$ cat src/rv32_exec_pkg.sv
`default_nettype none

package rv32_exec_pkg;

    // datapath and rename tag widths
    localparam int XLEN           = 32;
    localparam int ROB_ADDR_WIDTH = 5;
    localparam int PHYS_REG_BITS  = 6;
    localparam int ARCH_REG_BITS  = 5;

    // fixed unit latencies
    localparam int MUL_STAGES = 4;
    localparam int DIV_CYCLES = 32;

    // major opcodes
    localparam logic [6:0] OP_REG    = 7'b0110011;
    localparam logic [6:0] OP_IMM    = 7'b0010011;
    localparam logic [6:0] OP_BRANCH = 7'b1100011;

    // funct7 for sub and sra
    localparam logic [6:0] F7_ALT = 7'b0100000;

    // alu funct3
    localparam logic [2:0] F3_ADD  = 3'b000;
    localparam logic [2:0] F3_SLL  = 3'b001;
    localparam logic [2:0] F3_SLT  = 3'b010;
    localparam logic [2:0] F3_SLTU = 3'b011;
    localparam logic [2:0] F3_XOR  = 3'b100;
    localparam logic [2:0] F3_SR   = 3'b101;
    localparam logic [2:0] F3_OR   = 3'b110;
    localparam logic [2:0] F3_AND  = 3'b111;

    // M extension funct3
    localparam logic [2:0] F3_MUL    = 3'b000;
    localparam logic [2:0] F3_MULH   = 3'b001;
    localparam logic [2:0] F3_MULHSU = 3'b010;
    localparam logic [2:0] F3_MULHU  = 3'b011;
    localparam logic [2:0] F3_DIV    = 3'b100;
    localparam logic [2:0] F3_DIVU   = 3'b101;
    localparam logic [2:0] F3_REM    = 3'b110;
    localparam logic [2:0] F3_REMU   = 3'b111;

    // branch funct3
    localparam logic [2:0] F3_BEQ  = 3'b000;
    localparam logic [2:0] F3_BNE  = 3'b001;
    localparam logic [2:0] F3_BLT  = 3'b100;
    localparam logic [2:0] F3_BGE  = 3'b101;
    localparam logic [2:0] F3_BLTU = 3'b110;
    localparam logic [2:0] F3_BGEU = 3'b111;

    typedef struct packed {
        logic [6:0] funct7;
        logic [4:0] rs2;
        logic [4:0] rs1;
        logic [2:0] funct3;
        logic [4:0] rd;
        logic [6:0] opcode;
    } r_fmt_t;

    typedef struct packed {
        logic       imm12;
        logic [5:0] imm10_5;
        logic [4:0] rs2;
        logic [4:0] rs1;
        logic [2:0] funct3;
        logic [3:0] imm4_1;
        logic       imm11;
        logic [6:0] opcode;
    } b_fmt_t;

    // same word, read as R-type by the arithmetic units and B-type by the branch unit
    typedef union packed {
        r_fmt_t r;
        b_fmt_t b;
    } inst_u;

    typedef struct packed {
        inst_u           inst;
        logic [XLEN-1:0] pc;
        logic [XLEN-1:0] i_imm;
        logic            use_imm;
    } decode_info_t;

    typedef struct packed {
        logic [ROB_ADDR_WIDTH-1:0] rob_idx;
        logic [PHYS_REG_BITS-1:0]  pd_s;
        logic [ARCH_REG_BITS-1:0]  rd_s;
    } fu_tag_t;

    typedef struct packed {
        logic            valid;
        fu_tag_t         tag;
        logic [XLEN-1:0] rd_v;
        inst_u           inst;
        logic            pc_select;
        logic [XLEN-1:0] pc_branch;
    } cdb_t;

endpackage

`default_nettype wire

$ cat src/execute.sv
`timescale 1ns/1ps
`default_nettype none

module execute (
    input  logic                           clk,
    input  logic                           rst,
    input  logic                           flush,

    input  logic                           start_alu,
    input  logic                           start_mul,
    input  logic                           start_div,
    input  logic                           start_br,

    input  logic [rv32_exec_pkg::XLEN-1:0] rs1_v_alu,
    input  logic [rv32_exec_pkg::XLEN-1:0] rs2_v_alu,
    input  logic [rv32_exec_pkg::XLEN-1:0] rs1_v_mul,
    input  logic [rv32_exec_pkg::XLEN-1:0] rs2_v_mul,
    input  logic [rv32_exec_pkg::XLEN-1:0] rs1_v_div,
    input  logic [rv32_exec_pkg::XLEN-1:0] rs2_v_div,
    input  logic [rv32_exec_pkg::XLEN-1:0] rs1_v_br,
    input  logic [rv32_exec_pkg::XLEN-1:0] rs2_v_br,

    input  rv32_exec_pkg::decode_info_t    decode_alu,
    input  rv32_exec_pkg::decode_info_t    decode_mul,
    input  rv32_exec_pkg::decode_info_t    decode_div,
    input  rv32_exec_pkg::decode_info_t    decode_br,

    input  rv32_exec_pkg::fu_tag_t         tag_alu,
    input  rv32_exec_pkg::fu_tag_t         tag_mul,
    input  rv32_exec_pkg::fu_tag_t         tag_div,
    input  rv32_exec_pkg::fu_tag_t         tag_br,

    output rv32_exec_pkg::cdb_t            cdb_alu,
    output rv32_exec_pkg::cdb_t            cdb_mul,
    output rv32_exec_pkg::cdb_t            cdb_div,
    output rv32_exec_pkg::cdb_t            cdb_br,
    output logic                           busy_div
);

    logic start_alu_g;
    logic start_mul_g;
    logic start_div_g;
    logic start_br_g;

    logic [rv32_exec_pkg::XLEN-1:0] rd_v_alu;
    logic [rv32_exec_pkg::XLEN-1:0] rd_v_div;
    logic                           valid_div;
    rv32_exec_pkg::cdb_t            mul_result;
    rv32_exec_pkg::cdb_t            br_result;

    // tags for the one divide in flight
    rv32_exec_pkg::fu_tag_t div_tag;
    rv32_exec_pkg::inst_u   div_inst;

    // nothing issues in a flush cycle
    assign start_alu_g = start_alu && !flush;
    assign start_mul_g = start_mul && !flush;
    assign start_div_g = start_div && !flush;
    assign start_br_g  = start_br && !flush;

    always_ff @(posedge clk) begin
        if (start_div_g) begin
            div_tag  <= tag_div;
            div_inst <= decode_div.inst;
        end
    end

    fu_alu u_alu (
        .rs1_v       (rs1_v_alu),
        .rs2_v       (rs2_v_alu),
        .decode_info (decode_alu),
        .rd_v        (rd_v_alu)
    );

    fu_mul u_mul (
        .clk         (clk),
        .rst         (rst),
        .flush       (flush),
        .start       (start_mul_g),
        .rs1_v       (rs1_v_mul),
        .rs2_v       (rs2_v_mul),
        .decode_info (decode_mul),
        .tag         (tag_mul),
        .result      (mul_result)
    );

    fu_div u_div (
        .clk         (clk),
        .rst         (rst),
        .flush       (flush),
        .start       (start_div_g),
        .rs1_v       (rs1_v_div),
        .rs2_v       (rs2_v_div),
        .decode_info (decode_div),
        .rd_v        (rd_v_div),
        .valid       (valid_div),
        .busy        (busy_div)
    );

    fu_branch u_br (
        .clk         (clk),
        .rst         (rst),
        .flush       (flush),
        .start       (start_br_g),
        .rs1_v       (rs1_v_br),
        .rs2_v       (rs2_v_br),
        .decode_info (decode_br),
        .tag         (tag_br),
        .result      (br_result)
    );

    always_comb begin
        cdb_alu = '0;
        if (start_alu_g) begin
            cdb_alu.valid = 1'b1;
            cdb_alu.tag   = tag_alu;
            cdb_alu.rd_v  = rd_v_alu;
            cdb_alu.inst  = decode_alu.inst;
        end

        cdb_div = '0;
        if (valid_div) begin
            cdb_div.valid = 1'b1;
            cdb_div.tag   = div_tag;
            cdb_div.rd_v  = rd_v_div;
            cdb_div.inst  = div_inst;
        end

        cdb_mul = mul_result;
        cdb_br  = br_result;

        // registered results are still live during the flush cycle
        if (flush) begin
            cdb_alu = '0;
            cdb_mul = '0;
            cdb_div = '0;
            cdb_br  = '0;
        end
    end

    // nothing issued before a flush may come back afterwards
    flush_drains: assert property (@(posedge clk) disable iff (rst)
        flush |=> !(cdb_mul.valid || cdb_div.valid || cdb_br.valid || busy_div));

endmodule

`default_nettype wire

$ cat src/fu_alu.sv
`timescale 1ns/1ps
`default_nettype none

module fu_alu (
    input  logic [rv32_exec_pkg::XLEN-1:0] rs1_v,
    input  logic [rv32_exec_pkg::XLEN-1:0] rs2_v,
    input  rv32_exec_pkg::decode_info_t    decode_info,
    output logic [rv32_exec_pkg::XLEN-1:0] rd_v
);

    rv32_exec_pkg::r_fmt_t          ir;
    logic [rv32_exec_pkg::XLEN-1:0] opb;
    logic [4:0]                     shamt;
    logic                           is_reg;
    logic                           is_sub;
    logic                           is_sra;

    assign ir     = decode_info.inst.r;
    assign opb    = decode_info.use_imm ? decode_info.i_imm : rs2_v;
    assign shamt  = opb[4:0];
    assign is_reg = ir.opcode == rv32_exec_pkg::OP_REG;

    // no subtract in the immediate form
    assign is_sub = is_reg && ir.funct7 == rv32_exec_pkg::F7_ALT;

    // srai carries the same bit in imm[11:5]
    assign is_sra = (is_reg || ir.opcode == rv32_exec_pkg::OP_IMM) &&
                    ir.funct7 == rv32_exec_pkg::F7_ALT;

    always_comb begin
        rd_v = '0;
        case (ir.funct3)
            rv32_exec_pkg::F3_ADD:  rd_v = is_sub ? rs1_v - opb : rs1_v + opb;
            rv32_exec_pkg::F3_SLL:  rd_v = rs1_v << shamt;
            rv32_exec_pkg::F3_SLT:  rd_v[0] = $signed(rs1_v) < $signed(opb);
            rv32_exec_pkg::F3_SLTU: rd_v[0] = rs1_v < opb;
            rv32_exec_pkg::F3_XOR:  rd_v = rs1_v ^ opb;
            rv32_exec_pkg::F3_SR: begin
                // sra fills with the sign bit, srl with zeros
                if (is_sra) begin
                    rd_v = $signed(rs1_v) >>> shamt;
                end else begin
                    rd_v = rs1_v >> shamt;
                end
            end
            rv32_exec_pkg::F3_OR:   rd_v = rs1_v | opb;
            rv32_exec_pkg::F3_AND:  rd_v = rs1_v & opb;
        endcase
    end

endmodule

`default_nettype wire

$ cat src/fu_branch.sv
`timescale 1ns/1ps
`default_nettype none

module fu_branch (
    input  logic                           clk,
    input  logic                           rst,
    input  logic                           flush,
    input  logic                           start,
    input  logic [rv32_exec_pkg::XLEN-1:0] rs1_v,
    input  logic [rv32_exec_pkg::XLEN-1:0] rs2_v,
    input  rv32_exec_pkg::decode_info_t    decode_info,
    input  rv32_exec_pkg::fu_tag_t         tag,
    output rv32_exec_pkg::cdb_t            result
);

    localparam int W = rv32_exec_pkg::XLEN;

    rv32_exec_pkg::b_fmt_t ib;
    rv32_exec_pkg::cdb_t   nxt;
    logic [W-1:0]          offset;
    logic                  eq;
    logic                  lt;
    logic                  ltu;
    logic                  cond;
    logic                  taken;

    assign ib  = decode_info.inst.b;
    assign eq  = rs1_v == rs2_v;
    assign lt  = $signed(rs1_v) < $signed(rs2_v);
    assign ltu = rs1_v < rs2_v;

    // B-type immediate, bit 0 always clear
    assign offset = {{(W-12){ib.imm12}}, ib.imm11, ib.imm10_5, ib.imm4_1, 1'b0};

    always_comb begin
        case (ib.funct3)
            rv32_exec_pkg::F3_BEQ:  cond = eq;
            rv32_exec_pkg::F3_BNE:  cond = !eq;
            rv32_exec_pkg::F3_BLT:  cond = lt;
            rv32_exec_pkg::F3_BGE:  cond = !lt;
            rv32_exec_pkg::F3_BLTU: cond = ltu;
            rv32_exec_pkg::F3_BGEU: cond = !ltu;
            default:                cond = 1'b0;
        endcase
    end

    assign taken = cond && ib.opcode == rv32_exec_pkg::OP_BRANCH;

    always_comb begin
        nxt           = '0;
        nxt.valid     = 1'b1;
        nxt.tag       = tag;
        nxt.inst      = decode_info.inst;
        nxt.pc_select = taken;
        nxt.pc_branch = decode_info.pc + (taken ? offset : 32'd4);
    end

    // idle cycles leave an empty record
    always_ff @(posedge clk) begin
        if (rst || flush || !start) begin
            result <= '0;
        end else begin
            result <= nxt;
        end
    end

endmodule

`default_nettype wire

$ cat src/fu_div.sv
`timescale 1ns/1ps
`default_nettype none

module fu_div (
    input  logic                           clk,
    input  logic                           rst,
    input  logic                           flush,
    input  logic                           start,
    input  logic [rv32_exec_pkg::XLEN-1:0] rs1_v,
    input  logic [rv32_exec_pkg::XLEN-1:0] rs2_v,
    input  rv32_exec_pkg::decode_info_t    decode_info,
    output logic [rv32_exec_pkg::XLEN-1:0] rd_v,
    output logic                           valid,
    output logic                           busy
);

    typedef struct packed {
        logic is_rem;
        logic neg_q;
        logic neg_r;
    } div_op_t;

    localparam int W    = rv32_exec_pkg::XLEN;
    localparam int LAST = rv32_exec_pkg::DIV_CYCLES - 1;

    logic [2:0]   f3;
    logic         op_signed;
    logic [W-1:0] abs_a;
    logic [W-1:0] abs_b;
    logic         run;
    logic         iterate;
    logic         finish;
    logic [$clog2(rv32_exec_pkg::DIV_CYCLES)-1:0] count;
    div_op_t      op;

    logic [W-1:0] rem;
    logic [W-1:0] quo;
    logic [W-1:0] dvs;
    logic [W-1:0] rem_in;
    logic [W-1:0] quo_in;
    logic [W-1:0] dvs_in;
    logic [W:0]   rem_sh;
    logic [W:0]   rem_sub;
    logic         q_bit;
    logic [W-1:0] rem_nx;
    logic [W-1:0] quo_nx;
    logic [W-1:0] q_fix;
    logic [W-1:0] r_fix;

    assign f3        = decode_info.inst.r.funct3;
    assign op_signed = f3 == rv32_exec_pkg::F3_DIV || f3 == rv32_exec_pkg::F3_REM;
    assign abs_a     = (op_signed && rs1_v[W-1]) ? -rs1_v : rs1_v;
    assign abs_b     = (op_signed && rs2_v[W-1]) ? -rs2_v : rs2_v;

    // the start edge already runs the first iteration
    assign iterate = start || (run && count != LAST);
    assign finish  = run && count == LAST;
    assign busy    = run;

    // one restoring step
    always_comb begin
        rem_in  = start ? '0 : rem;
        quo_in  = start ? abs_a : quo;
        dvs_in  = start ? abs_b : dvs;
        rem_sh  = {rem_in, quo_in[W-1]};
        rem_sub = rem_sh - {1'b0, dvs_in};
        q_bit   = !rem_sub[W];
        rem_nx  = q_bit ? rem_sub[W-1:0] : rem_sh[W-1:0];
        quo_nx  = {quo_in[W-2:0], q_bit};
    end

    // x/0 leaves all ones in quo and x in rem, so only the quotient sign is held back.
    // min/-1 falls out of the unsigned path as min and 0.
    assign q_fix = op.neg_q ? -quo : quo;
    assign r_fix = op.neg_r ? -rem : rem;

    always_ff @(posedge clk) begin
        if (rst || flush) begin
            run   <= 1'b0;
            valid <= 1'b0;
            count <= '0;
        end else begin
            valid <= finish;
            if (start) begin
                run   <= 1'b1;
                count <= '0;
            end else if (finish) begin
                run <= 1'b0;
            end else if (run) begin
                count <= count + 1'b1;
            end
        end
    end

    always_ff @(posedge clk) begin
        if (iterate) begin
            rem <= rem_nx;
            quo <= quo_nx;
        end
        if (start) begin
            dvs       <= abs_b;
            op.is_rem <= !(f3 == rv32_exec_pkg::F3_DIV || f3 == rv32_exec_pkg::F3_DIVU);
            op.neg_q  <= op_signed && (rs1_v[W-1] ^ rs2_v[W-1]) && |rs2_v;
            op.neg_r  <= op_signed && rs1_v[W-1];
        end
        if (finish) begin
            rd_v <= op.is_rem ? r_fix : q_fix;
        end
    end

    no_issue_while_busy: assert property (@(posedge clk) disable iff (rst)
        start |-> !busy);

endmodule

`default_nettype wire

$ cat src/fu_mul.sv
`timescale 1ns/1ps
`default_nettype none

module fu_mul (
    input  logic                           clk,
    input  logic                           rst,
    input  logic                           flush,
    input  logic                           start,
    input  logic [rv32_exec_pkg::XLEN-1:0] rs1_v,
    input  logic [rv32_exec_pkg::XLEN-1:0] rs2_v,
    input  rv32_exec_pkg::decode_info_t    decode_info,
    input  rv32_exec_pkg::fu_tag_t         tag,
    output rv32_exec_pkg::cdb_t            result
);

    // sideband that rides along with each stage
    typedef struct packed {
        rv32_exec_pkg::fu_tag_t tag;
        rv32_exec_pkg::inst_u   inst;
    } mul_ctl_t;

    localparam int W    = rv32_exec_pkg::XLEN;
    localparam int LAST = rv32_exec_pkg::MUL_STAGES - 1;

    logic [rv32_exec_pkg::MUL_STAGES-1:0] vld;
    mul_ctl_t                             ctl [rv32_exec_pkg::MUL_STAGES];

    logic [2:0]            f3_in;
    logic                  a_signed;
    logic                  b_signed;
    logic signed [W:0]     s1_a;
    logic signed [W:0]     s1_b;
    logic signed [2*W+1:0] s2_lo;
    logic signed [2*W+1:0] s2_hi;
    logic signed [2*W+1:0] s3_sum;
    logic [2*W-1:0]        s3_prod;
    logic [W-1:0]          s4_word;

    assign f3_in    = decode_info.inst.r.funct3;
    assign a_signed = f3_in != rv32_exec_pkg::F3_MULHU;
    assign b_signed = f3_in == rv32_exec_pkg::F3_MULH || f3_in == rv32_exec_pkg::F3_MUL;
    assign s3_sum   = s2_lo + (s2_hi <<< (W / 2));

    always_ff @(posedge clk) begin
        if (rst || flush) begin
            vld <= '0;
        end else begin
            vld <= {vld[LAST-1:0], start};
        end
    end

    always_ff @(posedge clk) begin
        ctl[0].tag  <= tag;
        ctl[0].inst <= decode_info.inst;
        for (int i = 1; i <= LAST; i++) begin
            ctl[i] <= ctl[i-1];
        end
    end

    always_ff @(posedge clk) begin
        // stage 1 sign or zero extends both operands to 33 bits
        s1_a <= {a_signed & rs1_v[W-1], rs1_v};
        s1_b <= {b_signed & rs2_v[W-1], rs2_v};
        // stage 2 splits b into an unsigned low half and a signed high part
        s2_lo <= s1_a * $signed({1'b0, s1_b[W/2-1:0]});
        s2_hi <= s1_a * $signed(s1_b[W:W/2]);
        // stage 3 adds the partial products
        s3_prod <= s3_sum[2*W-1:0];
        // stage 4 picks the low or high word
        if (ctl[LAST-1].inst.r.funct3 == rv32_exec_pkg::F3_MUL) begin
            s4_word <= s3_prod[W-1:0];
        end else begin
            s4_word <= s3_prod[2*W-1:W];
        end
    end

    always_comb begin
        result = '0;
        if (vld[LAST]) begin
            result.valid = 1'b1;
            result.tag   = ctl[LAST].tag;
            result.inst  = ctl[LAST].inst;
            result.rd_v  = s4_word;
        end
    end

    mul_latency: assert property (@(posedge clk) disable iff (rst)
        result.valid |-> $past(start, rv32_exec_pkg::MUL_STAGES));

endmodule

`default_nettype wire

$ cat config.mk
export PLATFORM = sky130hd
export DESIGN_NAME = execute
export DESIGN_NICKNAME = d
export VERILOG_FILES = /design/src/rv32_exec_pkg.sv /design/src/execute.sv /design/src/fu_alu.sv /design/src/fu_branch.sv /design/src/fu_div.sv /design/src/fu_mul.sv
export SDC_FILE = /design/constraint.sdc
export NUM_CORES = 2
export LEC_CHECK = 0
export BUFFER_PORTS_ARGS = -buffer_cell sky130_fd_sc_hd__buf_2
export CORE_AREA = 8 8 448 450
export DETAILED_ROUTE_END_ITERATION = 8
export DIE_AREA = 0 0 456 458
export GPL_ROUTABILITY_DRIVEN = 0
export PLACE_DENSITY = 0.73
export SYNTH_ARGS = -nofsm -noshare
export SYNTH_HDL_FRONTEND = slang
export SYNTH_HIERARCHICAL = 1
export SYNTH_SLANG_ARGS = --single-unit
$ cat constraint.sdc
create_clock -name clk -period 21.9 [get_ports clk]
set_input_delay 2.19 -clock clk [delete_from_list [all_inputs] [get_ports clk]]
set_output_delay 2.19 -clock clk [all_outputs]
set_load 0.01 [all_outputs]
== Word level (Yosys, flattened, before mapping) ==
Memory sizes are Yosys's and may differ from the RTL's.
Cells that the tools add are included.

* Output and inout port bits: 457
* Bits of input ports: 715
* RAM bits: 192
* Word-level logic and storage cells: 142
* Memories kept: 1
* Bits in registers: 564

* Shift operators: 3
* $lt $le $gt $ge: 4
* Eq/ne operators: 24
* Muxes and demuxes: 27
* $add $sub $neg: 10
* Reduce and logical (&&, ||, !) cells: 35
* Multipliers: 2
* Bitwise operators: 7

{| class="wikitable"
|+ Memories
! memory !! words !! bits a word !! read ports !! clocked after memory_dff !! write ports !! RTL line !! RTL
|-
| u_mul.ctl || 4 || 48 || 4 || 0 || 4 || fu_mul.sv:26 || <nowiki>mul_ctl_t ctl [rv32_exec_pkg::MUL_STAGES];</nowiki>
|}

{| class="wikitable"
|+ Operator list
! operator !! number
|-
| $mux W114 || 5
|-
| $mux W32 || 14
|-
| $mux W81 || 3
|-
| $pmux W31 S6 || 1
|-
| $lt A32 B32 Y1 || 4
|-
| $neg A32 Y32 || 4
|-
| $add A32 B32 Y32 || 2
|-
| $add A50 B64 Y64 || 1
|-
| $mul A33 B17 Y50 || 1
|-
| $mul A33 B17 Y48 || 1
|-
| $eq A3 B3 Y1 const B || 11
|-
| $sub A33 B32 Y33 || 1
|-
| $and A32 B32 Y32 || 1
|-
| $eq A32 B32 Y1 || 1
|-
| $or A32 B32 Y32 || 1
|-
| $reduce_or A32 Y1 || 1
|-
| $shl A32 B5 Y32 || 1
|-
| $shr A32 B5 Y32 || 1
|-
| $sshr A32 B5 Y32 || 1
|-
| $sub A32 B32 Y32 || 1
|-
| $xor A32 B32 Y32 || 1
|-
| $eq A7 B6 Y1 const B || 2
|-
| $logic_and A1 B1 Y1 || 13
|-
| $logic_not A3 Y1 || 4
|-
| other kinds (19) || 36
|}

== Depth between registers and ports, before layout ==
* Depth in word-level cells: 7
* Depth in mapped cells: 25
* Gate-level depth less buffers: 24

== By module ==
The synthesis kept the hierarchy.

{| class="wikitable"
|+ Modules (own cells, without submodules)
! module !! area each (um^2) !! cells an instance !! seq. area each (um^2) !! times used
|-
| fu_mul || 50449.6 || 5281 || 9128.8 || 1
|-
| fu_div || 9894.5 || 1142 || 3753.6 || 1
|-
| fu_alu || 9193.8 || 1451 || 0.0 || 1
|-
| execute || 5082.4 || 569 || 1441.4 || 1
|-
| fu_branch || 4976.0 || 574 || 1641.6 || 1
|}

== Worst setup path after synthesis ==
Ideal clock, no wire load.

* Path type: input to output
* From: input port decode_alu[0] in the netlist's numbering
* To: output port cdb_alu[95] in the netlist's numbering
* Cell stages on the path: 19
* Data required time: 19.710 ns
* Buffers on the path: 4
* Arrival time: 6.200 ns
* Path slack: 13.510 ns
* Cells stage by stage: buf_2 mux2i_4 inv_2 buf_2 buf_2 buf_1 ha_1 inv_1 fa_1 nand2b_1 a21o_1 a211o_1 a21o_1 a2111oi_4 o31ai_1 a221o_1 mux2i_1 o21ai_1 and3b_1

{| class="wikitable"
|+ RTL lines
! item !! RTL line !! RTL
|-
| start, declared || execute.sv:23 || <nowiki>input rv32_exec_pkg::decode_info_t decode_alu,</nowiki>
|-
| end, declared || execute.sv:33 || <nowiki>output rv32_exec_pkg::cdb_t cdb_alu,</nowiki>
|}

==> metrics.txt <==
Port Buffers=845; Hold Slack=0.2886 ns; post-synth top area cell=fa_1; Worst Max-Slew Pin Slew=1.324 ns; fmax=101.7 MHz; 1st-iter DRT viols=6,827; most frequent cells in the layout=1,357 x inv_1, 1,030 x fa_1, 1,013 x nand2_1, 844 x buf_2, 572 x dfxtp_1; critical-path maximum fanout=66; Hold Path End=u_mul/s3_prod[4]$_DFF_P_; Clock transition at path regs=0.06 ns; Clock Tree Buf Depth=3; clock sink total=724; fin nets=11,810; Pre-antenna DRT Iters=9; Avg Vias per Cell=5.507; r2r startpoint=u_mul/s1_b[6]$_DFF_P_; Avg Inst Size Synth=8.827 µm²; setup TNS=0 ns; critical-path cell list=buf_2, buf_4, mux2i_4, buf_4, ha_1, nor2_1, o211ai_1, a21oi_1, nor3_1, o41a_1, nor4b_1, o21ai_0, o211ai_1, o211ai_1, and3b_1, buf_2; Worst-Skew Late Latency=0.76 ns; Critical Path AT=7.64 ns; first-pass GRT wire length=406,200 µm; die height=458 µm; sequential fraction of the synthesis area=20.06%; initial antenna violation count=90; CP max stage delay=0.64 ns; Top Ports=1,172; vias=67,360; Post-synth EDFFs=147; final cycle utilization of the critical path=44.90%; Worst R2R Setup Slack=13.91 ns; Util after Layout=45.83%; CTS H-tree lvls=3; Worst Skew=0.1014 ns; CP startpoint kind=input port; vias in the first global route=69,350; layout overhead on the synthesized area=11.46%; Slowest cell on crit path=buf_4; synth warn=6; CTS Buf Count=84; status=finished with violations; Final Hold Viols=0; max-cap viol count=0; fin. max-slew vios=0; DP HPWL=210,100 µm; min-delay src=u_mul/s2_lo[4]$_DFF_P_; Critical Path Most Common Cell=o211ai_1; post-CTS setup buffer count=0; Routed Antenna Nets=0; WS Path Type=input port to output pin; TritonCTS clock tree=done; hold depth=0; synth top area cells=fa_1 26%, dfxtp_1 15%, ha_1 7.8%, inv_1 6.4%, edfxtp_1 5.5%; ys async rst share=0%; Die ar.=0.2088 mm²; cts hold-fix bufs=0; most common library cell in the layout ignoring fill and taps=inv_1; Required @ worst endpoint=19.71 ns; violated checks=DRC; post-synth cell types=117; CP endpoint kind=output pin; top-area cell type share of the netlist area=25.91%; die width=456 µm; Tmin final=9.834 ns; Post-Syn Area=0.07960 mm²; FF+latch count, synth=724; row count=162; share of cells above drive strength 1=12.91%; Setup violations, final=0; Syn Inst Count=9,017; Initial Util=41.12%; PostCTS Resize Cnt=0; Synth Flop Type=dfxtp_1; Clock Tree Root=clkbuf_16; r2r endpoint=u_mul/s2_lo[45]$_DFF_P_; GRT Total Usage=24.65%; Worst Reg-to-Reg Cells=21; drt drc=1; Core Area=0.1936 mm²; HP Class=register to register; Post-Route WL=265,300 µm; pin count of the biggest net entering global routing=207; routed len/inst=21.69 µm; grt total ovfl=0; RSZ-0062 raised after global routing=no; worst rel slew slack=11.64%
[critical path, delay by kind of cell]
family | cells | cell delay, ns
multiplexers | 1 | 0.33
AND/OR/NAND/NOR | 4 | 1.17
adder cells (fa/ha/maj) | 1 | 0.47
buffers and inverters | 4 | 1.55
AO/OA/AOI/OAI | 6 | 1.90
[sequential cells by signal, summed over array words and instances (netlist names)]
name,count
u_div/count,5
u_div/quo,32
u_mul/s4_word,32
u_mul/ctl,192
div_inst,32
u_mul/s3_prod,64
u_mul/s1_b,33
u_div/rd_v,32
u_mul/s2_hi,48
u_mul/vld,4
u_div/valid,1
u_div/dvs,32
u_br/result,82
u_div/op,3
u_mul/s1_a,33
u_div/rem,32
div_tag,16
u_div/busy,1
u_mul/s2_lo,50
[synth_stat cells, types with 50 or more instances]
| cell | count |
|---|---|
| nand3_1 | 82 |
| and3b_1 | 162 |
| nor2_1 | 381 |
| and3_1 | 83 |
| o211ai_1 | 55 |
| a21o_1 | 118 |
| a211oi_1 | 69 |
| and2_1 | 529 |
| nor3_1 | 88 |
| ha_1 | 494 |
| clkbuf_1 | 363 |
| a21oi_1 | 432 |
| xnor2_1 | 212 |
| a31oi_1 | 59 |
| nand2_1 | 1013 |
| buf_2 | 77 |
| mux2i_1 | 110 |
| edfxtp_1 | 147 |
| o21ai_0 | 310 |
| buf_4 | 133 |
| fa_1 | 1030 |
| nand2b_1 | 50 |
| inv_1 | 1357 |
| dfxtp_1 | 577 |
| xor2_1 | 114 |
| nor2b_1 | 300 |
[final cells by class]
| type | count | area [µm²] |
|---|---|---|
| inverter | 1366 | 5127 |
| sequential | 724 | 15970 |
| clock buffer | 96 | 2227 |
| antenna | 51 | 127.6 |
| timing repair buffer | 943 | 4987 |
| clock inverter | 58 | 895.9 |
| multi-input combinational | 6452 | 56200 |
| tap | 2542 | 3181 |
| fill | 18470 | 104900 |
[metal layers]
metal,routed length [µm],vias to the layer above,track usage [%]
met2,122400,3719,40.39
met1,98720,32860,29.35
met4,19050,24,14.99
met3,24990,953,5.959
li1,-,29810,-
met5,161,-,0
[cell families (layout without fill, tap and decap cells)]
logic type                 after synthesis  in the layout  synth area share, %
AOI/OAI and AO/OA                     1407           1407                11.31
xor gates and xnor gates               326            326                3.587
adders and majority gates             1524           1524                33.67
buffers and inverters                 1969           2463                10.05
DFF                                    724            724                20.06
muxes                                  166            166                2.345
other                                    3            182              0.01415
and+or+nand+nor                       2898           2898                18.97
[how the worst max path moves through the flow]
stage / start / endpoint / slack [ns] / cells past startpoint
2_1_floorplan: decode_alu[0] / cdb_alu[95] / 13.51 / 19
3_3_place_gp: decode_alu[0] / cdb_alu[65] / 12.29 / 16
3_5_place_dp: decode_alu[0] / cdb_alu[65] / 12.31 / 16
4_1_cts: decode_alu[0] / cdb_alu[65] / 12.30 / 16
5_1_grt: decode_alu[0] / cdb_alu[65] / 11.83 / 16
6_report: decode_alu[0] / cdb_alu[65] / 12.07 / 16
[stage by stage]
step           area [µm²]  worst slack (ns)  std cells
2_1_floorplan       80080             13.51       9145
3_3_place_gp        85470             12.29      12030
3_5_place_dp        85470             12.31      12030
4_1_cts             88590             12.30      12180
5_1_grt             88670             11.83      12210
6_report            88720             12.07      12230
Power is left out: the tool's default activity adds up to more than one toggle a clock period on the data nets, which glitch-free logic cannot reach.
